`src/design/lsu_pkg.sv`:
```
package lsu_pkg;

    localparam int XLEN         = 32;
    localparam int DMEM_WORDS   = 256;  // Word index from address bits 9:2
    localparam int DMEM_LATENCY = 2;    // Req rise to ack rise, in cycles

    // RV32I major opcodes
    localparam logic [6:0] OPC_LOAD  = 7'b0000011;
    localparam logic [6:0] OPC_STORE = 7'b0100011;

    // funct3 size and signedness
    localparam logic [2:0] F3_B  = 3'b000;
    localparam logic [2:0] F3_H  = 3'b001;
    localparam logic [2:0] F3_W  = 3'b010;
    localparam logic [2:0] F3_BU = 3'b100;  // Loads only
    localparam logic [2:0] F3_HU = 3'b101;  // Loads only

    localparam logic [1:0] SIZE_BYTE = 2'd0;
    localparam logic [1:0] SIZE_HALF = 2'd1;
    localparam logic [1:0] SIZE_WORD = 2'd2;

    localparam logic [1:0] FAULT_NONE       = 2'd0;
    localparam logic [1:0] FAULT_ILLEGAL    = 2'd1;  // Opcode or funct3
    localparam logic [1:0] FAULT_MISALIGNED = 2'd2;

    // Request stage FSM
    localparam logic [1:0] REQ_IDLE     = 2'd0;  // Empty, fault entry or bubble
    localparam logic [1:0] REQ_WAIT_ACK = 2'd1;  // req high
    localparam logic [1:0] REQ_WAIT_LOW = 2'd2;  // req dropped, ack falling

    // One instruction word, I-type and S-type views
    typedef union packed {
        struct packed {
            logic [11:0] imm;
            logic [4:0]  rs1;
            logic [2:0]  funct3;
            logic [4:0]  rd;
            logic [6:0]  opcode;
        } ld;
        struct packed {
            logic [6:0]  imm_hi;
            logic [4:0]  rs2;
            logic [4:0]  rs1;
            logic [2:0]  funct3;
            logic [4:0]  imm_lo;
            logic [6:0]  opcode;
        } st;
    } lsu_instr_u;

endpackage

```
`src/design/lsu_writeback.sv`:
```
`timescale 1ns/1ps

module lsu_writeback import lsu_pkg::*; (
    input  logic            clk,
    input  logic            rst_n,
    input  logic            w_valid,
    input  logic [4:0]      w_rd,
    input  logic            w_we,
    input  logic [XLEN-1:0] w_val,
    input  logic [1:0]      w_fault,
    output logic            retire_valid,
    output logic [4:0]      retire_rd_idx,
    output logic [XLEN-1:0] retire_rd_val,
    output logic            retire_we,
    output logic [1:0]      retire_fault,
    output logic            fwd_wb_valid,
    output logic [4:0]      fwd_wb_rd,
    output logic [XLEN-1:0] fwd_wb_val
);
    logic            valid_q;
    logic            we_q;
    logic [4:0]      rd_q;
    logic [XLEN-1:0] val_q;
    logic [1:0]      fault_q;

    always_ff @(posedge clk) begin
        if (!rst_n) begin
            valid_q <= 1'b0;
            we_q    <= 1'b0;
        end else begin
            valid_q <= w_valid;
            we_q    <= w_we;  // Already qualified by w_valid
        end
    end

    always_ff @(posedge clk) begin
        rd_q    <= w_rd;
        val_q   <= w_val;
        fault_q <= w_fault;
    end

    assign retire_valid  = valid_q;
    assign retire_rd_idx = rd_q;
    assign retire_rd_val = val_q;
    assign retire_we     = we_q;
    assign retire_fault  = fault_q;

    // Issuer's register file lags this retire by a cycle
    assign fwd_wb_valid = we_q;
    assign fwd_wb_rd    = rd_q;
    assign fwd_wb_val   = val_q;

endmodule

```
`config.mk`:
```
export PLATFORM = sky130hd
export DESIGN_NAME = lsu_writeback
export DESIGN_NICKNAME = d
export VERILOG_FILES = /design/src/design/lsu_pkg.sv /design/src/design/lsu_writeback.sv
export SDC_FILE = /design/constraint.sdc
export NUM_CORES = 1
export LEC_CHECK = 0
export BUFFER_PORTS_ARGS = -buffer_cell sky130_fd_sc_hd__buf_2
export CORE_MARGIN = 2
export CORE_UTILIZATION = 33
export CTS_BUF_LIST = sky130_fd_sc_hd__clkbuf_16
export CTS_CLUSTER_DIAMETER = 40
export CTS_CLUSTER_SIZE = 16
export DETAILED_ROUTE_END_ITERATION = 10
export PLACE_DENSITY = 0.88
export SLEW_MARGIN = 10
export SYNTH_ARGS = -nofsm -noshare
export SYNTH_HDL_FRONTEND = slang
export SYNTH_SLANG_ARGS = --single-unit
```
`constraint.sdc`:
```
create_clock -name clk -period 0.8 [get_ports clk]
set_clock_uncertainty 0.05 [all_clocks]
set_input_delay 0.16 -clock clk [delete_from_list [all_inputs] [get_ports clk]]
set_output_delay 0.16 -clock clk [all_outputs]
set_load 0.01 [all_outputs]
```
---- Word level (Yosys, flattened, before mapping) ----
Cells that the tools add are included.
W data, S select, Z words.
storage, ports and cells
  register bits after elaboration ......... 41
  input port bits ......................... 43
  output and inout port bits .............. 79
  logic and storage cells ................. 5

---- Longest topological paths before layout ----
  depth after elaboration ................. 0
  mapped depth ............................ 1
  gate-level depth less buffers ........... 1

---- Least setup slack after synthesis ----
Ideal clock, no wire load.
  path kind ............................... reg-to-output
  start point ............................. register rd_q[0] (netlist: fwd_wb_rd[0])
  end point ............................... output retire_rd_idx[0]
  arrival time ............................ 0.485 ns
  slack ................................... 0.105 ns
  stages on the path, launching flop included .. 2
  path buffers ............................ 1
  cell sequence ........................... dfxtp_1 -> buf_4
RTL lines
  item                      RTL line             RTL
  start: declaration        lsu_writeback.sv:22  logic [4:0] rd_q;
  start signal: assignment  lsu_writeback.sv:37  rd_q <= w_rd;
  end: declaration          lsu_writeback.sv:12  output logic [4:0] retire_rd_idx,
No word-level cell between the ends.

---- Worst setup path after layout ----
  start point ............................. register val_q[4] (netlist: fwd_wb_val[4])
  end point ............................... output fwd_wb_val[4]
RTL lines
  item                      RTL line             RTL
  start: declaration        lsu_writeback.sv:23  logic [XLEN-1:0] val_q;
  start signal: assignment  lsu_writeback.sv:38  val_q <= w_val;
  end: declaration          lsu_writeback.sv:18  output logic [XLEN-1:0] fwd_wb_val
No word-level cell between the ends.

==> flow_summary.ini <==
[drt]
wirelength_um = 3200
wire_per_inst_um = 12.5
viasPerCell = 3.87
drt_iter0_drc = 11
drtPass1Iterations = 2
post-route-drc-count = 0
num_vias = 994
antenna_left = 0

[logic_synthesis]
syn-num-nets = 124
synth-seq-area-share = 0.734
yosys_warnings = 0
yosysUniqueCellTypes = 3
syn_inst = 81
synth-seq-cells = 41
synth_top_area_cell = dfxtp_1
avgSynthCellArea_um2 = 13.8
syn-cell-area_mm2 = 0.00112
synth_top_area_share = 0.734
synth_area_leaders = dfxtp_1 (73%), buf_4 (26%), and2_1 (1.1%)

[global_route]
grt_first_pass_wirelength_um = 4570
grtUsageTotal = 0.159
gr-total-overflow = 0
antenna_found_initial = 0
grt_pass1_vias = 1003
grt_max_degree = 12

[timing]
max-slew-margin-rel = 0.945
drv_slew = 0
tightest_slew_ns = 0.0824
max_freq_ghz = 1.07
rsz0062_at_grt = true
period_share = 1.17
hold-worst-slack_ns = 0.0301
setup_slack_ns = -0.138
setup_violations = 79
finalHoldViolCount = 0
period_minus_slack_ns = 0.938

[clock_tree]
clock-sinks = 41
cts_setup_buffers = 0
cts.path.max_buffers = 2
cts_root_buffer = clkbuf_16
path_clk_slew_ns = 0.06
cts_made_buffers = 5
h-tree-depth = 2
cts_tree = yes

[worst_setup_path]
cp_slowest_stage_delay_ns = 0.33
path_max_fanout = 2
endpoint_kind = primary output
path_cells = buf_2
critPathRequiredTime_ns = 0.59
critical-path-top-delay-family = flip-flops
critPathLaunch = fwd_wb_val[4]
path_class = register to primary output
path_buf_inv = 1
cp.arrival_ns = 0.73
worst_setup_path_start_kind = register
crit_slowest_cell = dfxtp_2

[layout]
multiInputGateArea_um2 = 12.5
area_growth_pct = 109
nets = 253
layout_commonest_cell = buf_2
drive_gt1_frac = 0.782
seq_area_um2 = 870
nFillCells = 231
antenna_cells = 0
mostFrequentLayoutCells = buf_2 (78), buf_6 (43), dfxtp_2 (39), dlygate4sd3_1 (39), clkbuf_16 (5)

[floorplan]
core_mm2 = 0.00328
die_h_um = 62.2
ios = 122
initial_core_util = 0.341
die_area_mm2 = 0.00387
fp.dieW_um = 62.2
fp-row-count = 21

[place]
pre_cts_ws_ns = 0.141
routabilityCongestion = 0.702
place_hpwl_um = 1670
numPortBuffers = 121

[power_and_ir_drop]
vdd_drop_max_mv = 1.48
leakage_nw = 1.16
powerDensity_mw_per_mm2 = 2020

[worst_hold_path]
hold_path_depth = 2
min_to = retire_valid
hp-class = input port to register
min_from = w_valid

[outcome]
violations = negative setup slack
outcome = finished with violations

[flow_run]
max-cap-violations = 0
## layout make-up
cell class / instances / share of cell area
multi-input combinational: 2 / 0.00534
sequential: 41 / 0.371
tap: 46 / 0.0246
clock inverter: 3 / 0.00481
timing repair buffer: 160 / 0.540
clock buffer: 5 / 0.0534
## through the flow
step | utilization | setup TNS, ns | total power [mW] | cell area [um2] | instances
global route | 0.713 | -11.72 | 4.96 | 2340 | 257
floorplan | - | 0 | 2.50 | 1120 | 81
global placement | 0.456 | 0 | 2.64 | 1500 | 210
CTS | 0.668 | -10.06 | 4.68 | 2190 | 257
detailed placement | 0.456 | 0 | 2.65 | 1500 | 210
finish | 0.713 | -9.59 | 4.73 | 2340 | 257
## power breakdown
| part | switching [mW] | internal (mW) | total, mW | leakage, nW |
|---|---|---|---|---|
| Combinational | 0.236 | 0.458 | 0.694 | 0.738 |
| Clock | 0.670 | 1.12 | 1.79 | 0.0776 |
| Sequential | 0.0729 | 2.18 | 2.25 | 0.346 |
## synthesized netlist by cell type
| library cell | n |
|---|---|
| and2_1 | 2 |
| buf_4 | 38 |
| dfxtp_1 | 41 |
## what timing repair did
action	4_1_cts	5_1_grt
endpoints found under the hold margin	39	0
resized for setup	57	25
hold buffers	39	0
setup endpoints to repair	79	79
pin swaps	0	0
## state kept, by name (all words and copies together), names as in the netlist
signal / cells
fwd_wb_rd: 5
fwd_wb_val: 32
fwd_wb_valid: 1
retire_fault: 2
retire_valid: 1
## routing by layer
metal	global-route usage	up-vias	part of all wire
met5	0	-	0
met4	0.0833	0	0.022
met2	0.327	64	0.61
met1	0.120	458	0.29
li1	-	464	-
met3	0.0670	8	0.075
## worst max-delay path by stage
stage,end,slack (ns),cells past startpoint
2_1_floorplan,retire_rd_idx[0],0.10,1
3_5_place_dp,fwd_wb_val[28],0.14,1
3_3_place_gp,fwd_wb_val[15],0.15,1
5_1_grt,retire_rd_val[23],-0.16,1
4_1_cts,fwd_wb_val[28],-0.14,1
6_report,fwd_wb_val[4],-0.14,1
## logic make-up (layout without fill, tap and decap cells)
logic type    after synthesis  after routing  share of synthesized area
flops                      41             41                      0.734
simple gates                2              2                     0.0112
buf+inv                    38            168                      0.255
Power figures use the tool's default switching activity.
