## src/design/lsu_pkg.sv

```systemverilog
package lsu_pkg;

    localparam int XLEN         = 32;
    localparam int DMEM_WORDS   = 256;  // Word index from address bits 9:2
    localparam int DMEM_LATENCY = 2;    // Req rise to ack rise, in cycles

    // RV32I major opcodes
    localparam logic [6:0] OPC_LOAD  = 7'b0000011;
    localparam logic [6:0] OPC_STORE = 7'b0100011;

    // funct3 size and signedness
    localparam logic [2:0] F3_B  = 3'b000;
    localparam logic [2:0] F3_H  = 3'b001;
    localparam logic [2:0] F3_W  = 3'b010;
    localparam logic [2:0] F3_BU = 3'b100;  // Loads only
    localparam logic [2:0] F3_HU = 3'b101;  // Loads only

    localparam logic [1:0] SIZE_BYTE = 2'd0;
    localparam logic [1:0] SIZE_HALF = 2'd1;
    localparam logic [1:0] SIZE_WORD = 2'd2;

    localparam logic [1:0] FAULT_NONE       = 2'd0;
    localparam logic [1:0] FAULT_ILLEGAL    = 2'd1;  // Opcode or funct3
    localparam logic [1:0] FAULT_MISALIGNED = 2'd2;

    // Request stage FSM
    localparam logic [1:0] REQ_IDLE     = 2'd0;  // Empty, fault entry or bubble
    localparam logic [1:0] REQ_WAIT_ACK = 2'd1;  // req high
    localparam logic [1:0] REQ_WAIT_LOW = 2'd2;  // req dropped, ack falling

    // One instruction word, I-type and S-type views
    typedef union packed {
        struct packed {
            logic [11:0] imm;
            logic [4:0]  rs1;
            logic [2:0]  funct3;
            logic [4:0]  rd;
            logic [6:0]  opcode;
        } ld;
        struct packed {
            logic [6:0]  imm_hi;
            logic [4:0]  rs2;
            logic [4:0]  rs1;
            logic [2:0]  funct3;
            logic [4:0]  imm_lo;
            logic [6:0]  opcode;
        } st;
    } lsu_instr_u;

endpackage

```

## src/design/lsu_mem_req.sv

```systemverilog
`timescale 1ns/1ps

module lsu_mem_req import lsu_pkg::*; (
    input  logic            clk,
    input  logic            rst_n,
    input  logic            d_valid,
    input  logic            d_is_store,
    input  logic [1:0]      d_size,
    input  logic            d_signed,
    input  logic [XLEN-1:0] d_addr,
    input  logic [4:0]      d_rd,
    input  logic [4:0]      d_rs2,
    input  logic [XLEN-1:0] d_rs2_val,
    input  logic [1:0]      d_fault,
    input  logic            dmem_ack,
    input  logic [XLEN-1:0] dmem_rdata,
    input  logic            fwd_rsp_valid,
    input  logic [4:0]      fwd_rsp_rd,
    input  logic [XLEN-1:0] fwd_rsp_val,
    input  logic            fwd_wb_valid,
    input  logic [4:0]      fwd_wb_rd,
    input  logic [XLEN-1:0] fwd_wb_val,
    output logic            mem_stall,
    output logic            pend_req_valid,
    output logic [4:0]      pend_req_rd,
    output logic            dmem_req,
    output logic [XLEN-1:0] dmem_addr,
    output logic            dmem_we,
    output logic [3:0]      dmem_be,
    output logic [XLEN-1:0] dmem_wdata,
    output logic            r_valid,
    output logic            r_is_store,
    output logic [1:0]      r_size,
    output logic            r_signed,
    output logic [1:0]      r_addr_lo,
    output logic [4:0]      r_rd,
    output logic [XLEN-1:0] r_rdata,
    output logic [1:0]      r_fault
);
    logic            v_q;
    logic [1:0]      state_q;
    logic            is_store_q;
    logic [1:0]      size_q;
    logic            signed_q;
    logic [XLEN-1:0] addr_q;
    logic [4:0]      rd_q;
    logic [4:0]      rs2_q;
    logic [XLEN-1:0] rs2_val_q;
    logic [1:0]      fault_q;
    logic [XLEN-1:0] rdata_q;
    logic [XLEN-1:0] store_val;

    assign mem_stall = state_q == REQ_WAIT_ACK;  // Waiting for ack holds everything upstream

    always_ff @(posedge clk) begin
        if (!rst_n) begin
            v_q     <= 1'b0;
            state_q <= REQ_IDLE;
        end else if (!mem_stall) begin
            v_q <= d_valid;
            // Clean entries raise req on their first cycle here
            state_q <= (d_valid && d_fault == FAULT_NONE) ? REQ_WAIT_ACK : REQ_IDLE;
        end else if (dmem_ack) begin
            state_q <= REQ_WAIT_LOW;  // Drop req, RAM drops ack as this entry leaves
        end
    end

    always_ff @(posedge clk) begin
        if (!mem_stall) begin
            is_store_q <= d_is_store;
            size_q     <= d_size;
            signed_q   <= d_signed;
            addr_q     <= d_addr;
            rd_q       <= d_rd;
            rs2_q      <= d_rs2;
            rs2_val_q  <= d_rs2_val;
            fault_q    <= d_fault;
        end else begin
            rs2_val_q <= store_val;  // Keep forwarded data after its source moves on
        end
        if (mem_stall && dmem_ack)
            rdata_q <= dmem_rdata;  // rdata only valid with ack
    end

    // Only older loads sit in rsp and wb, rsp is the younger one
    always_comb begin
        if (fwd_rsp_valid && fwd_rsp_rd == rs2_q)
            store_val = fwd_rsp_val;
        else if (fwd_wb_valid && fwd_wb_rd == rs2_q)
            store_val = fwd_wb_val;
        else
            store_val = rs2_val_q;
    end

    // Byte enables and replicated store lanes
    always_comb begin
        case (size_q)
            SIZE_BYTE: begin
                dmem_be    = 4'b0001 << addr_q[1:0];
                dmem_wdata = {4{store_val[7:0]}};
            end
            SIZE_HALF: begin
                dmem_be    = addr_q[1] ? 4'b1100 : 4'b0011;
                dmem_wdata = {2{store_val[15:0]}};
            end
            default: begin
                dmem_be    = 4'b1111;
                dmem_wdata = store_val;
            end
        endcase
    end

    assign dmem_req  = state_q == REQ_WAIT_ACK;
    assign dmem_addr = addr_q;
    assign dmem_we   = is_store_q;

    // Load destination for the decode hazard check
    assign pend_req_valid = v_q && !is_store_q && fault_q == FAULT_NONE;
    assign pend_req_rd    = rd_q;

    assign r_valid    = v_q && !mem_stall;
    assign r_is_store = is_store_q;
    assign r_size     = size_q;
    assign r_signed   = signed_q;
    assign r_addr_lo  = addr_q[1:0];
    assign r_rd       = rd_q;
    assign r_rdata    = rdata_q;
    assign r_fault    = fault_q;

endmodule

```

## config.mk

```make
export PLATFORM = sky130hd
export DESIGN_NAME = lsu_mem_req
export DESIGN_NICKNAME = d
export VERILOG_FILES = /design/src/design/lsu_pkg.sv /design/src/design/lsu_mem_req.sv
export SDC_FILE = /design/constraint.sdc
export NUM_CORES = 1
export LEC_CHECK = 0
export ABC_AREA = 1
export ABC_CLOCK_PERIOD_IN_PS = 3100
export BUFFER_PORTS_ARGS = -buffer_cell sky130_fd_sc_hd__buf_2
export CAP_MARGIN = 5
export CORE_AREA = 3 3 120 122
export CTS_CLUSTER_DIAMETER = 120
export CTS_CLUSTER_SIZE = 12
export DETAILED_ROUTE_END_ITERATION = 10
export DIE_AREA = 0 0 123 125
export GPL_TIMING_DRIVEN = 0
export PLACE_DENSITY = 0.75
export SLEW_MARGIN = 10
export SYNTH_ARGS = -nofsm -noshare
export SYNTH_HDL_FRONTEND = slang
export SYNTH_SLANG_ARGS = --single-unit
```

## constraint.sdc

```tcl
create_clock -name clk -period 3.1 [get_ports clk]
set_input_delay 0.155 -clock clk [delete_from_list [all_inputs] [get_ports clk]]
set_output_delay 0.155 -clock clk [all_outputs]
set_load 0.005 [all_outputs]
```

### Yosys cells after proc, flatten, opt, wreduce, memory -nomap -nowiden

Cells that the tools add are included.

| storage, ports and cells | value |
|---|---|
| flip-flop bits (word level) | 115 |
| input bits | 192 |
| output and inout port bits | 123 |
| word-level logic and storage cells | 38 |

| operators by class | value |
|---|---|
| equality and inequality tests | 5 |
| shift-type cells | 1 |
| muxes and demuxes | 9 |
| reductions and logical operators | 12 |

Operator list:

| cell | count |
|---|---|
| two-way mux 32 bit | 3 |
| one-hot mux 32 bit (2 select lines) | 1 |
| == test 5 bit | 2 |
| one-hot mux 4 bit (2 select lines) | 1 |
| logical AND 1 bit | 7 |
| logical NOT 2 bit | 3 |
| == test 2 x 1 -> 1 bit (second input constant) | 2 |
| two-way mux 2 bit | 2 |
| two-way mux 4 bit | 1 |
| left shift 1 x 2 -> 4 bit (first input constant) | 1 |
| logical NOT 1 bit | 2 |
| inequality test 2 bit (second input constant) | 1 |
| two-way mux 1 bit | 1 |

### Depth between registers and ports, before layout

| depth | value |
|---|---|
| depth after elaboration | 5 |
| gate-level depth with buffers | 10 |
| mapped depth without buffers | 9 |

### Worst setup path before layout

OpenSTA, ideal clock, no wires.

| path | value |
|---|---|
| path kind | register to register |
| from | register state_q[0] |
| to | register rdata_q[0] (netlist: r_rdata[0]), enable pin |
| library setup time | 0.423 ns |
| arrival time | 2.020 ns |
| data required time | 2.677 ns |
| setup slack | 0.657 ns |
| stages on the path, launching flop included | 5 |
| buffers on the path | 0 |
| period minus slack after synthesis | 2.443 ns |
| cells stage by stage | dfxtp_1 -> inv_1 -> nor2_1 -> clkinv_1 -> nor2_1 |

| on the way | value |
|---|---|
| longest elaborated chain between the ends | 2 |

RTL lines:

| item | RTL line | source |
|---|---|---|
| start, declared | lsu_mem_req.sv:41 | `logic [1:0] state_q;` |
| start signal, assigned | lsu_mem_req.sv:62 | `state_q <= (d_valid && d_fault == FAULT_NONE) ? REQ_WAIT_ACK : REQ_IDLE;` |
| == test 2 x 1 -> 1 bit | lsu_mem_req.sv:53 | `assign mem_stall = state_q == REQ_WAIT_ACK;` |
| logical AND 1 bit | lsu_mem_req.sv:81 | `if (mem_stall && dmem_ack)` |
| end signal, assigned | lsu_mem_req.sv:82 | `rdata_q <= dmem_rdata;` |
| end, declared | lsu_mem_req.sv:50 | `logic [XLEN-1:0] rdata_q;` |

No other way between the ends.
A chain may end at the register's enable or synchronous reset.

### Worst setup path after layout

| path | value |
|---|---|
| from | register size_q[1] (netlist: r_size[1]) |
| to | output dmem_wdata[12] |

| on the way | value |
|---|---|
| longest elaborated chain between the ends | 2 |
| elaborated cells between the ends (all ways) | 3 |
| classes of those cells | 1 x eq/ne; 1 x mux; 1 x reduce/logical |

RTL lines:

| item | RTL line | source |
|---|---|---|
| start, declared | lsu_mem_req.sv:43 | `logic [1:0] size_q;` |
| start signal, assigned | lsu_mem_req.sv:71 | `size_q <= d_size;` |
| == test 2 x 1 -> 1 bit or logical NOT 2 bit (tied branches) | lsu_mem_req.sv:97 | `case (size_q)` |
| one-hot mux 32 bit (2 select lines) * | lsu_mem_req.sv:97 |  |
| end, declared | lsu_mem_req.sv:30 | `output logic [XLEN-1:0] dmem_wdata,` |

Every way passes the cells marked *; elsewhere a longest branch is shown, timed or not.

==> impl_metrics.sql <==
INSERT INTO impl_metrics (metric_group, metric, value, unit) VALUES
('status', 'run_status', 'complete, no violations', ''),
('route', 'drt_iter0_drc', '347', ''),
('power_and_ir_drop', 'power_leakage', '4.31', 'nW'),
('logic_synthesis', 'syn_inst', '541', ''),
('min_path', 'hp-class', 'in -> reg', ''),
('logic_synthesis', 'ys_seq_area_frac', '0.596', ''),
('global_routing', 'first_global_vias', '5934', ''),
('critical_path', 'cp-end-kind', 'output pin', ''),
('clock_tree', 'cts_hold_buffers', '114', ''),
('timing', 'finalHoldViolCount', '0', ''),
('logic_synthesis', 'synth_async_sr_flop_share', '0', ''),
('global_routing', 'grt_max_degree', '58', ''),
('logic_synthesis', 'synth_seq_cells', '115', ''),
('placement', 'detailedPlace.worstSlack', '0.865', 'ns'),
('critical_path', 'critical_path.n_buffers_inverters', '3', ''),
('critical_path', 'worst_path_arrival_time', '2.51', 'ns'),
('clock_tree', 'clock_latency', '0.41', 'ns'),
('logic_synthesis', 'yosys_warnings', '0', ''),
('power_and_ir_drop', 'cellPowerDensity', '523', 'mW/mm^2'),
('clock_tree', 'cts.root.buffer_cell', 'clkbuf_16', ''),
('critical_path', 'worstPathMaxFanout', '10', ''),
('critical_path', 'setup.worst_path.start_class', 'register', ''),
('clock_tree', 'postCtsSetupRepairBufs', '0', ''),
('critical_path', 'cp_slowest_stage_delay', '0.57', 'ns'),
('route', 'route.detailed.wl_per_inst', '18.1', 'microns'),
('floorplan', 'die_outline_height', '125', 'microns'),
('logic_synthesis', 'synth_most_common_cell', 'nand2_1', ''),
('route', 'drc', '0', ''),
('critical_path', 'data_required_critical_path', '2.94', 'ns'),
('floorplan', 'num_rows', '42', ''),
('floorplan', 'floorplan.core_area', '0.0133', 'sq mm'),
('route', 'avgViaCountPerCell', '4.94', ''),
('timing', 'grt_setup_unrepaired', 'false', ''),
('logic_synthesis', 'synth_area_leaders', 'edfxtp_1 (46%), dfxtp_1 (13%), nand2_1 (10%), nand3_1 (10%), nand4_1 (3.8%)', ''),
('clock_tree', 'post_cts.resized_instances', '0', ''),
('route', 'drt-total-wl', '21300', 'microns'),
('critical_path', 'slowest_stage', 'nor2_2', ''),
('flow_run', 'maximum_capacitance_violations', '0', ''),
('clock_tree', 'cts_tree', 'done', ''),
('timing', 'timing.max_slew.rel_slack', '0.439', ''),
('logic_synthesis', 'post-synth-top-area-cell', 'edfxtp_1', ''),
('placement', 'gp_routability_congestion', '0.845', ''),
('timing', 'slew_limit_fails', '0', ''),
('logic_synthesis', 'synth_edf_count', '80', ''),
('critical_path', 'worstSetupPathType', 'reg -> out', ''),
('layout', 'final-seq-area', '0.00310', 'sq mm'),
('global_routing', 'grt_overflow', '0', ''),
('timing', 'setup_violations', '0', ''),
('timing', 'finalWorstPathRequiredPeriod', '2.66', 'ns'),
('power_and_ir_drop', 'power.ir.vdd_worst', '390', 'uV'),
('critical_path', 'crit_chain', 'clkbuf_1 -> nor2_2 -> inv_1 -> nand3_1 -> nand2_1 -> buf_2', ''),
('layout', 'final_layout_fill_cell_count', '1034', ''),
('logic_synthesis', 'syn_nets', '733', ''),
('logic_synthesis', 'synth.cell_area', '0.00520', 'sq mm'),
('global_routing', 'antenna_found_initial', '2', ''),
('global_routing', 'groute.usage.overall', '0.273', ''),
('layout', 'final_net_count', '1181', ''),
('global_routing', 'grt_first_pass_wirelength', '31700', 'microns'),
('logic_synthesis', 'synth.avg_cell_area', '9.62', 'sq um'),
('floorplan', 'die_width', '123', 'microns'),
('layout', 'syn_to_layout_area_delta', '68.8', '%'),
('critical_path', 'cp_top_family', 'buffers and inverters', ''),
('layout', 'insertedDiodeCount', '0', ''),
('logic_synthesis', 'synth.distinct_cells', '29', ''),
('timing', 'max_slew.worst_pin.slew', '0.839', 'ns'),
('clock_tree', 'cts-root-to-sink-buffers', '2', ''),
('clock_tree', 'cts.htree.levels', '4', ''),
('logic_synthesis', 'area_fraction_of_the_dominant_cell_type_after_synthesis', '0.462', ''),
('placement', 'hpwlAfterDp', '14500', 'microns'),
('layout', 'share_of_post_route_cells_with_drive_strength_above_1', '0.393', ''),
('timing', 'maxClockFrequency', '375', 'MHz');
-- report_power, final --
group | internal (mW) | switching (mW) | total, mW
combinational | 0.378 | 0.388 | 0.766
clock | 1.34 | 0.705 | 2.04
sequential | 1.75 | 0.0381 | 1.79
-- final cells by class --
cell class	instances	area share
buffer	37	0.0249
clock buffer	17	0.0484
clock inverter	15	0.0215
inverter	36	0.0154
multi-input combinational	353	0.200
sequential	115	0.353
tap	176	0.0251
timing repair buffer	429	0.311
-- cell families after synthesis --
family | Yosys count | share of synthesized area
XOR/XNOR | 2 | 0.00337
buffers and inverters | 73 | 0.0673
AO/OA/AOI/OAI | 11 | 0.0115
AND/OR/NAND/NOR | 340 | 0.321
flip-flops | 115 | 0.596
-- metal layers --
| layer | global-route usage | part of all wire |
|---|---|---|
| met1 | 0.295 | 0.36 |
| met2 | 0.482 | 0.51 |
| met3 | 0.0804 | 0.088 |
| met4 | 0.129 | 0.042 |
| met5 | 0 | 0.0012 |
-- through the flow --
step / total power, mW / setup TNS (ns) / utilization / area (sq um) / cells
after global placement: 2.44 / -5.87 / 0.526 / 6990 / 1031
after CTS: 4.59 / 0 / 0.660 / 8780 / 1178
after global routing: 4.77 / 0 / 0.660 / 8780 / 1178
final: 4.59 / 0 / 0.660 / 8780 / 1178
after floorplan: 2.11 / 0 / - / 5200 / 541
after detailed placement: 2.45 / 0 / 0.528 / 7030 / 1032
-- layout by cell type, fill, tap and decap left out --
master and count:
buf_2 327, nand2_1 143, dlygate4sd3_1 114, nand3_1 107
edfxtp_1 80, dfxtp_1 35, inv_1 32, nand4_1 32
clkbuf_16 17, or2_1 14, nor2_1 13, nand3_2 12
buf_4 10, and2_1 8, clkbuf_1 7, o21ai_0 5
nor2_4 4, clkinv_1 4, bufinv_16 4, inv_2 3
buf_6 3, buf_1 3, clkinv_4 3, clkinv_2 3
xor2_1 2, o21ai_1 2, o211ai_1 2, a21oi_1 2
nor3_1 2, nand2_2 1, nand3_4 1, nor2_2 1
or2_4 1, clkbuf_4 1, nor4_1 1, inv_6 1
clkinvlp_4 1, buf_12 1
-- tightest hold or removal path, delay by kind of cell --
| kind | cells | cell delay (ns) |
|---|---|---|
| buffers and inverters | 2 | 0.20 |
| and+or+nand+nor | 1 | 0.07 |
-- sequential cells by signal, indices dropped and copies added, names as in the netlist --
| register | count |
|---|---|
| r_size | 2 |
| r_signed | 1 |
| rs2_q | 5 |
| r_rdata | 32 |
| r_fault | 2 |
| pend_req_rd | 5 |
| state_q | 2 |
| v_q | 1 |
| dmem_we | 1 |
| rs2_val_q | 32 |
| dmem_addr | 32 |
-- final timing paths --
path	slack, ns	depth (start not counted)	to	start
setup reg to reg	0.89	11	rs2_val_q[22]$_DFF_P_	rs2_q[1]$_DFFE_PN_
hold / removal	0.06	3	state_q[1]$_SDFFE_PN0P_	dmem_ack
hold reg to reg	0.50	2	v_q$_SDFFE_PN0N_	v_q$_SDFFE_PN0N_
setup / recovery	0.44	6	dmem_wdata[12]	r_size[1]$_DFFE_PN_
(Power assumes the default switching activity.)
