<file path="config.mk">
export PLATFORM = sky130hd
export DESIGN_NAME = lsu_decode
export DESIGN_NICKNAME = d
export VERILOG_FILES = /design/src/design/lsu_pkg.sv /design/src/design/lsu_decode.sv
export SDC_FILE = /design/constraint.sdc
export NUM_CORES = 1
export LEC_CHECK = 0
export ABC_AREA = 1
export BUFFER_PORTS_ARGS = -buffer_cell sky130_fd_sc_hd__buf_2
export CAP_MARGIN = 15
export CORE_ASPECT_RATIO = 1.2
export CORE_MARGIN = 3
export CORE_UTILIZATION = 30
export CTS_CLUSTER_DIAMETER = 200
export DETAILED_ROUTE_END_ITERATION = 6
export GPL_TIMING_DRIVEN = 0
export SLEW_MARGIN = 20
export SYNTH_ARGS = -nofsm -noshare
export SYNTH_HDL_FRONTEND = slang
export SYNTH_SLANG_ARGS = --single-unit
</file>
<file path="constraint.sdc">
create_clock -name clk -period 3.1 [get_ports clk]
set_input_delay 0.155 -clock clk [delete_from_list [all_inputs] [get_ports clk]]
set_output_delay 0.155 -clock clk [all_outputs]
set_load 0.02 [all_outputs]
</file>
<file path="src/design/lsu_pkg.sv">
package lsu_pkg;

    localparam int XLEN         = 32;
    localparam int DMEM_WORDS   = 256;  // Word index from address bits 9:2
    localparam int DMEM_LATENCY = 2;    // Req rise to ack rise, in cycles

    // RV32I major opcodes
    localparam logic [6:0] OPC_LOAD  = 7'b0000011;
    localparam logic [6:0] OPC_STORE = 7'b0100011;

    // funct3 size and signedness
    localparam logic [2:0] F3_B  = 3'b000;
    localparam logic [2:0] F3_H  = 3'b001;
    localparam logic [2:0] F3_W  = 3'b010;
    localparam logic [2:0] F3_BU = 3'b100;  // Loads only
    localparam logic [2:0] F3_HU = 3'b101;  // Loads only

    localparam logic [1:0] SIZE_BYTE = 2'd0;
    localparam logic [1:0] SIZE_HALF = 2'd1;
    localparam logic [1:0] SIZE_WORD = 2'd2;

    localparam logic [1:0] FAULT_NONE       = 2'd0;
    localparam logic [1:0] FAULT_ILLEGAL    = 2'd1;  // Opcode or funct3
    localparam logic [1:0] FAULT_MISALIGNED = 2'd2;

    // Request stage FSM
    localparam logic [1:0] REQ_IDLE     = 2'd0;  // Empty, fault entry or bubble
    localparam logic [1:0] REQ_WAIT_ACK = 2'd1;  // req high
    localparam logic [1:0] REQ_WAIT_LOW = 2'd2;  // req dropped, ack falling

    // One instruction word, I-type and S-type views
    typedef union packed {
        struct packed {
            logic [11:0] imm;
            logic [4:0]  rs1;
            logic [2:0]  funct3;
            logic [4:0]  rd;
            logic [6:0]  opcode;
        } ld;
        struct packed {
            logic [6:0]  imm_hi;
            logic [4:0]  rs2;
            logic [4:0]  rs1;
            logic [2:0]  funct3;
            logic [4:0]  imm_lo;
            logic [6:0]  opcode;
        } st;
    } lsu_instr_u;

endpackage

</file>
<file path="src/design/lsu_decode.sv">
`timescale 1ns/1ps

module lsu_decode import lsu_pkg::*; (
    input  logic            clk,
    input  logic            rst_n,
    input  logic            cmd_valid,
    input  logic [XLEN-1:0] cmd_instr,
    input  logic [XLEN-1:0] cmd_rs1_val,
    input  logic [XLEN-1:0] cmd_rs2_val,
    input  logic            mem_stall,
    input  logic            pend_req_valid,
    input  logic [4:0]      pend_req_rd,
    input  logic            fwd_rsp_valid,
    input  logic [4:0]      fwd_rsp_rd,
    input  logic            fwd_wb_valid,
    input  logic [4:0]      fwd_wb_rd,
    output logic            cmd_ready,
    output logic            d_valid,
    output logic            d_is_store,
    output logic [1:0]      d_size,
    output logic            d_signed,
    output logic [XLEN-1:0] d_addr,
    output logic [4:0]      d_rd,
    output logic [4:0]      d_rs2,
    output logic [XLEN-1:0] d_rs2_val,
    output logic [1:0]      d_fault
);
    lsu_instr_u      instr;
    logic            is_load;
    logic            is_store;
    logic [4:0]      rs1;
    logic [4:0]      rs2;
    logic [XLEN-1:0] imm;
    logic [XLEN-1:0] addr;
    logic [1:0]      size;
    logic            sgn;
    logic            f3_ok;
    logic [1:0]      fault;
    logic            own_pend;
    logic            rs1_haz;
    logic            rs2_haz;

    assign instr    = cmd_instr;
    assign is_load  = instr.ld.opcode == OPC_LOAD;
    assign is_store = instr.st.opcode == OPC_STORE;
    assign rs1      = instr.ld.rs1;  // Same bits in both views
    assign rs2      = instr.st.rs2;

    // S-type immediate sits on both sides of rs2
    assign imm  = is_store ? {{20{instr.st.imm_hi[6]}}, instr.st.imm_hi, instr.st.imm_lo}
                           : {{20{instr.ld.imm[11]}}, instr.ld.imm};
    assign addr = cmd_rs1_val + imm;

    always_comb begin
        size  = SIZE_WORD;
        sgn   = 1'b1;
        f3_ok = 1'b1;
        case (instr.ld.funct3)
            F3_B:  size = SIZE_BYTE;
            F3_H:  size = SIZE_HALF;
            F3_W:  size = SIZE_WORD;
            F3_BU: begin
                size  = SIZE_BYTE;
                sgn   = 1'b0;
                f3_ok = is_load;  // No unsigned store
            end
            F3_HU: begin
                size  = SIZE_HALF;
                sgn   = 1'b0;
                f3_ok = is_load;
            end
            default: f3_ok = 1'b0;
        endcase

        if (!(is_load || is_store) || !f3_ok)
            fault = FAULT_ILLEGAL;
        else if ((size == SIZE_HALF && addr[0]) || (size == SIZE_WORD && addr[1:0] != 2'b00))
            fault = FAULT_MISALIGNED;
        else
            fault = FAULT_NONE;
    end

    // Load still held here, one cycle ahead of the request stage
    assign own_pend = d_valid && !d_is_store && d_fault == FAULT_NONE;

    // Base register still being loaded somewhere down the pipe
    assign rs1_haz = rs1 != 5'd0 && ((own_pend && d_rd == rs1) ||
                                     (pend_req_valid && pend_req_rd == rs1) ||
                                     (fwd_rsp_valid && fwd_rsp_rd == rs1) ||
                                     (fwd_wb_valid && fwd_wb_rd == rs1));

    // Store data from a load gone before this store reaches its forwarding mux
    // Loads past the request stage always qualify
    // One still in the request stage qualifies when a clean access waits in decode
    assign rs2_haz = is_store && rs2 != 5'd0 &&
                     ((pend_req_valid && pend_req_rd == rs2 &&
                       d_valid && d_fault == FAULT_NONE) ||
                      (fwd_rsp_valid && fwd_rsp_rd == rs2) ||
                      (fwd_wb_valid && fwd_wb_rd == rs2));

    assign cmd_ready = !mem_stall && !rs1_haz && !rs2_haz;

    always_ff @(posedge clk) begin
        if (!rst_n)
            d_valid <= 1'b0;
        else if (!mem_stall)
            d_valid <= cmd_valid && cmd_ready;  // Bubble when nothing accepted
    end

    always_ff @(posedge clk) begin
        if (cmd_valid && cmd_ready) begin
            d_is_store <= is_store;
            d_size     <= size;
            d_signed   <= sgn;
            d_addr     <= addr;
            d_rd       <= is_store ? 5'd0 : instr.ld.rd;  // Stores name no destination
            d_rs2      <= is_store ? rs2 : 5'd0;
            d_rs2_val  <= cmd_rs2_val;
            d_fault    <= fault;
        end
    end

endmodule

</file>
=== Word-level counts from Yosys, hierarchy flattened ===
Cells that the tools add are included.

* Shift-type cells: 0
* Add/sub/neg operators: 1
* $mul: 0
* Divide/modulo/power cells: 0
* Mux-type cells: 5
* Reduce and logical (&&, ||, !) cells: 42
* Bitwise operators: 0
* $lt $le $gt $ge: 0
* Equal/unequal tests: 15

{| class="wikitable"
|+ Operator list
! operator !! number
|-
| $eq A5 B5 Y1 || 7
|-
| $add A32 B32 Y32 || 1
|-
| $logic_and A1 B1 Y1 || 19
|-
| $reduce_bool A5 Y1 || 2
|-
| $logic_or A1 B1 Y1 || 8
|-
| $eq A7 B2 Y1 const B || 1
|-
| $eq A7 B6 Y1 const B || 1
|-
| $eq A3 B3 Y1 const B || 2
|-
| $logic_not A1 Y1 || 6
|-
| $reduce_or A2 Y1 || 3
|-
| $mux W5 || 1
|-
| $pmux W2 S2 || 1
|-
| $eq A3 B1 Y1 const B || 1
|-
| $eq A3 B2 Y1 const B || 1
|-
| $logic_not A3 Y1 || 1
|-
| $reduce_or A3 Y1 || 1
|-
| $eq A2 B1 Y1 const B || 1
|-
| $eq A2 B2 Y1 const B || 1
|-
| $logic_not A2 Y1 || 1
|-
| $mux W2 || 1
|-
| $pmux W1 S2 || 1
|-
| $reduce_bool A2 Y1 || 1
|-
| $mux W1 || 1
|}

* Bits in writable memories: 0
* Word-level logic and storage cells: 72
* Output and inout bits: 82
* Bits in latches: 0
* Memories: 0
* Bits in read-only memories: 0
* Register bits: 81

=== Depth between registers and ports, before layout ===
* Depth in word-level cells: 12
* Mapped depth: 19

=== Least setup slack after synthesis ===
No wires, ideal clock.

* Path kind: reg2reg
* Start: register d_rd[0]
* End: register d_addr[0], enable pin
* Buffers on the path: 0
* Setup time: 434 ps
* Data required time: 2666 ps
* Period minus slack after synthesis: 3085 ps
* Stages on the path, launching flop included: 8
* Slack: 15 ps
* Arrival: 2651 ps
* Cells stage by stage: edfxtp_1 o21ai_0 nor2_1 nand3_1 nand2_1 o21ai_1 nand3_1 inv_1

* Cells in the longest elaborated chain, start to end: 10

{| class="wikitable"
|+ RTL lines
! what !! line !! source
|-
| from (decl) || lsu_decode.sv:23 || <nowiki>output logic [4:0] d_rd,</nowiki>
|-
| from (signal assigned) || lsu_decode.sv:116 || <nowiki>d_rd <= is_store ? 5'd0 : instr.ld.rd;</nowiki>
|-
| $eq A5 B5 Y1 || lsu_decode.sv:87 || <nowiki>assign rs1_haz = rs1 != 5'd0 && ((own_pend && d_rd == rs1) ||</nowiki>
|-
| $logic_and A1 B1 Y1 || lsu_decode.sv:87 ||
|-
| $logic_or A1 B1 Y1 || lsu_decode.sv:87 ||
|-
| $logic_or A1 B1 Y1 || lsu_decode.sv:88 || <nowiki>(pend_req_valid && pend_req_rd == rs1) ||</nowiki>
|-
| $logic_or A1 B1 Y1 || lsu_decode.sv:89 || <nowiki>(fwd_rsp_valid && fwd_rsp_rd == rs1) ||</nowiki>
|-
| $logic_and A1 B1 Y1 || lsu_decode.sv:87 ||
|-
| $logic_not A1 Y1 || lsu_decode.sv:101 || <nowiki>assign cmd_ready = !mem_stall && !rs1_haz && !rs2_haz;</nowiki>
|-
| $logic_and A1 B1 Y1 (2 in series) || lsu_decode.sv:101 ||
|-
| $logic_and A1 B1 Y1 || lsu_decode.sv:111 || <nowiki>if (cmd_valid && cmd_ready) begin</nowiki>
|-
| to (signal assigned) || lsu_decode.sv:115 || <nowiki>d_addr <= addr;</nowiki>
|-
| to (decl) || lsu_decode.sv:22 || <nowiki>output logic [XLEN-1:0] d_addr,</nowiki>
|}

Every way passes these cells.
A chain may end at the register's enable or synchronous reset.

=== Worst setup path after layout ===
* Start: input cmd_instr[3]
* End: register d_addr[22], data pin

* Cells in the longest elaborated chain, start to end: 3

{| class="wikitable"
|+ RTL lines
! what !! line !! source
|-
| from (decl) || lsu_decode.sv:7 || <nowiki>input logic [XLEN-1:0] cmd_instr,</nowiki>
|-
| $eq A7 B6 Y1 || lsu_decode.sv:45 || <nowiki>assign is_store = instr.st.opcode == OPC_STORE;</nowiki>
|-
| $mux W5 || lsu_decode.sv:50 || <nowiki>assign imm = is_store ? {{20{instr.st.imm_hi[6]}}, instr.st.imm_hi, instr.st.imm_lo}</nowiki>
|-
| $add A32 B32 Y32 || lsu_decode.sv:52 || <nowiki>assign addr = cmd_rs1_val + imm;</nowiki>
|-
| net addr[22] || lsu_decode.sv:34 || <nowiki>logic [XLEN-1:0] addr;</nowiki>
|}

The timed path passes the listed nets, and every way through them passes these cells.

==> results.json <==
{
  "hold_path.startpoint": "rst_n",
  "max_freq_ghz": 0.365,
  "drive_gt1_frac": 0.281,
  "post_synthesis_adder_cell_area_fraction": 0.0789,
  "placement.io_buffers": 199,
  "die-height_um": 150,
  "async_flop_share": 0,
  "numClockSinks": 81,
  "netlist_top_cells_area": "sky130_fd_sc_hd__edfxtp_1 46%, sky130_fd_sc_hd__nand2_1 13%, sky130_fd_sc_hd__ha_1 7.5%",
  "final_setup_violation_count": 0,
  "worstPathBufferInverterCount": 3,
  "postSynthRegisterBits": 81,
  "design.die.area_um2": 18900,
  "hp-class": "input port to flop",
  "power.clock.fraction": 0.366,
  "switching_share": 0.304,
  "grt_setup_unrepaired": "false",
  "synth.largest_area_cell": "sky130_fd_sc_hd__edfxtp_1",
  "drtAntennaViolNets": 0,
  "synth_commonest_cells": "183 x sky130_fd_sc_hd__nand2_1, 80 x sky130_fd_sc_hd__edfxtp_1, 78 x sky130_fd_sc_hd__nor2_1",
  "cts_htree_levels": 3,
  "mean_routed_wirelength_per_cell_um": 15.1,
  "cap_viol_max_count": 0,
  "vdd.ir_drop.worst_mv": 0.293,
  "r2r_start": "d_rd[0]",
  "cp_common_cell": "sky130_fd_sc_hd__nand2_2",
  "clock_skew_ns": 0.00618,
  "timing.reg2reg.setup_slack_ns": 0.96,
  "detail_route.drc_violations": 0,
  "total_switching_power_mw": 1.07,
  "synth_top_area_frac": 0.465,
  "pin_count": 200,
  "dominant_combinational_cell_family_by_area_after_synthesis": "simple AND/OR/NAND/NOR gates",
  "pin_count_of_the_biggest_net_entering_global_routing": 59,
  "antenna_found_initial": 1,
  "timing.final.crit_share": 0.883,
  "power_density_nw_per_um2": 494,
  "synth_compound_gate_area_share": 0.0944,
  "post_synth.cell_area_avg_um2": 8.27,
  "grt_first_pass_wirelength_mm": 25.3,
  "grt_pass1_vias": 4930,
  "classification_of_the_worst_setup_path": "input port to flop",
  "via_count": 4994,
  "crit_path_cell_trace": "buf_2 > nor3_1 > nand2_2 > clkbuf_1 > o21ai_1 > ha_1 > inv_1 > fa_1 > o21ai_2 > nand2_2 > nand2_4 > nand3_2 > nand2_2 > nand2_1 > nand2_1 > xor2_1",
  "die_span_x_um": 126,
  "slowest_stage": "sky130_fd_sc_hd__fa_1",
  "placeableCoreArea_um2": 16600,
  "worst_setup_path_startpoint": "cmd_instr[3]",
  "synth_sequential_area_ratio": 0.469,
  "report.final.hold_viol_count": 0,
  "power.combinational.fraction": 0.249,
  "aggregate_global_routing_overflow": 0,
  "place.detailed.hpwl_mm": 13.4,
  "synthMostInstantiatedCell": "sky130_fd_sc_hd__nand2_1",
  "ctsRootBufferMaster": "sky130_fd_sc_hd__clkbuf_16",
  "post_cts_buffers": 0,
  "fill_cells": 1707,
  "layout.core_utilization": 0.430,
  "required_ns": 3.25,
  "synthXorXnorAreaFrac": 0.0390,
  "share_seq_of_total_power": 0.385,
  "number_of_cts_inserted_buffers": 9,
  "run_status": "complete, no violations",
  "n_antenna_cell": 0,
  "cts_tree": "done",
  "replace_congestion": 0.925,
  "path_delay_family": "simple AND/OR/NAND/NOR gates",
  "tightestPinTransition_ns": 0.444,
  "power.internal_mw": 2.46,
  "timing.final.max_slew_violations": 0,
  "clk_transition_reported_paths_ns": 0.07,
  "via_per_inst": 4.60,
  "synthSimpleGateAreaFrac": 0.267,
  "critical-path-max-stage-delay_ns": 0.42,
  "cts-root-to-sink-buffers": 2,
  "routed_wirelength_mm": 16.4,
  "synthFlopType": "sky130_fd_sc_hd__edfxtp_1",
  "static_power_due_to_leakage_nw": 3.44,
  "synth_cell_type_count": 34,
  "core.rowCount": 51,
  "period_minus_slack_ns": 2.74,
  "cp-end-kind": "flop",
  "crit_arrival_ns": 2.89,
  "initial_utilization": 0.312,
  "whs_ns": 0.0187,
  "yosys_warnings": 0,
  "start_kind": "input port",
  "areaGrowthSynthToFinish_pct": 38.1,
  "synth_enable_flop_cells": 80,
  "synth_fp_nets": 775,
  "finish.net_count": 1018,
  "synthCells": 625,
  "drt_iter0_drc": 233,
  "muxShareOfSynthArea": 0,
  "cp_max_fo": 10,
  "synth_area_um2": 5170,
  "slew_headroom": 0.704,
  "clk-insertion-delay-late_ns": 0.34,
  "drt_pre_antenna_iters": 5,
  "globalRouteTotalUtil": 0.172
}
## worst paths after layout
path | cells after the start | end
setup / recovery | 16 | d_addr[22]
hold reg to reg | 2 | d_valid
hold / removal | 3 | d_valid
setup reg to reg | 8 | d_addr[21]
## registers in the layout (all words and copies together), names as in the netlist
signal,flops
d_size,2
d_valid,1
d_signed,1
d_addr,32
d_is_store,1
d_rs2_val,32
d_rs2,5
d_rd,5
d_fault,2
## area by class of cell
class                      instances  area (µm²)  area share
sequential                        81        2420       0.339
tap                              212         265      0.0372
clock buffer                       9         225      0.0315
timing repair buffer             232        1340       0.188
multi-input combinational        472        2480       0.347
inverter                          70         265      0.0372
clock inverter                     7         130      0.0182
buffer                             2        7.51     0.00105
## repair_timing
item,4_1_cts,5_1_grt
hold buffers,32,0
setup endpoints to repair,0,1
endpoints found under the hold margin,32,0
resized for setup,0,2
## cells in the final DEF, fill, tap and decap left out, types with 4 or more instances in the layout
cell                            synthesis  layout
sky130_fd_sc_hd__nand2_2               10      11
sky130_fd_sc_hd__nand3_2                4       4
sky130_fd_sc_hd__xor2_1                22      22
sky130_fd_sc_hd__buf_2                  0     199
sky130_fd_sc_hd__nand3_1               28      28
sky130_fd_sc_hd__nor2_1                78      78
sky130_fd_sc_hd__a21o_1                 4       4
sky130_fd_sc_hd__nand4_1                6       6
sky130_fd_sc_hd__inv_1                 67      66
sky130_fd_sc_hd__o21ai_1                7       8
sky130_fd_sc_hd__clkbuf_16              0       9
sky130_fd_sc_hd__nand2_1              183     182
sky130_fd_sc_hd__ha_1                  31      31
sky130_fd_sc_hd__nor2_2                 5       5
sky130_fd_sc_hd__dlygate4sd3_1          0      32
sky130_fd_sc_hd__a21oi_1               38      38
sky130_fd_sc_hd__edfxtp_1              80      80
sky130_fd_sc_hd__o21ai_0               29      28
sky130_fd_sc_hd__nor3_1                10      10
## cells by family (layout without fill, tap and decap cells)
kind of cell	after synthesis	after routing
xor+xnor	23	23
simple gates	328	328
compound gates	89	89
buf+inv	72	320
fa+ha+maj	32	32
flops	81	81
## worst reg2reg max path: stages (launching register included)
cell                       delay, ns
sky130_fd_sc_hd__edfxtp_1       0.42
sky130_fd_sc_hd__o21ai_0        0.18
sky130_fd_sc_hd__nor2_1         0.06
sky130_fd_sc_hd__nand3_1        0.08
sky130_fd_sc_hd__nand2_1        0.05
sky130_fd_sc_hd__o21ai_1        0.16
sky130_fd_sc_hd__nand3_1        0.18
sky130_fd_sc_hd__inv_4          0.31
sky130_fd_sc_hd__buf_16         0.31
## per-stage QoR
step / setup TNS, ns / power (mW) / area [µm²] / setup slack (ns) / std cells
final: 0 / 3.53 / 7140 / 0.363 / 1085
after detailed placement: -0.272 / 2.24 / 6460 / -0.144 / 1037
after CTS: 0 / 3.59 / 7140 / 0.223 / 1085
after global routing: 0 / 3.72 / 7140 / 0.0655 / 1085
after global placement: -69.69 / 2.24 / 6430 / -0.878 / 1036
after floorplan: 0 / 1.91 / 5170 / 0.0150 / 625
## power by group through the flow
| stage | Clock [mW] | Sequential (mW) | Combinational [mW] |
|---|---|---|---|
| CTS | 1.33 | 1.36 | 0.893 |
| global route | 1.37 | 1.37 | 0.977 |
| finish | 1.29 | 1.36 | 0.880 |
| detailed placement | 0 | 1.38 | 0.859 |
| global placement | 0 | 1.39 | 0.849 |
| floorplan | 0 | 1.52 | 0.394 |
## routing by layer
metal,vias up,GRT usage,share of wire
met3,32,0.0425,0.068
met5,-,0,0.00055
met1,2204,0.199,0.40
met2,186,0.307,0.51
met4,2,0.0655,0.028
li1,2570,-,-
Note: power is estimated with default switching activity, not from simulation.
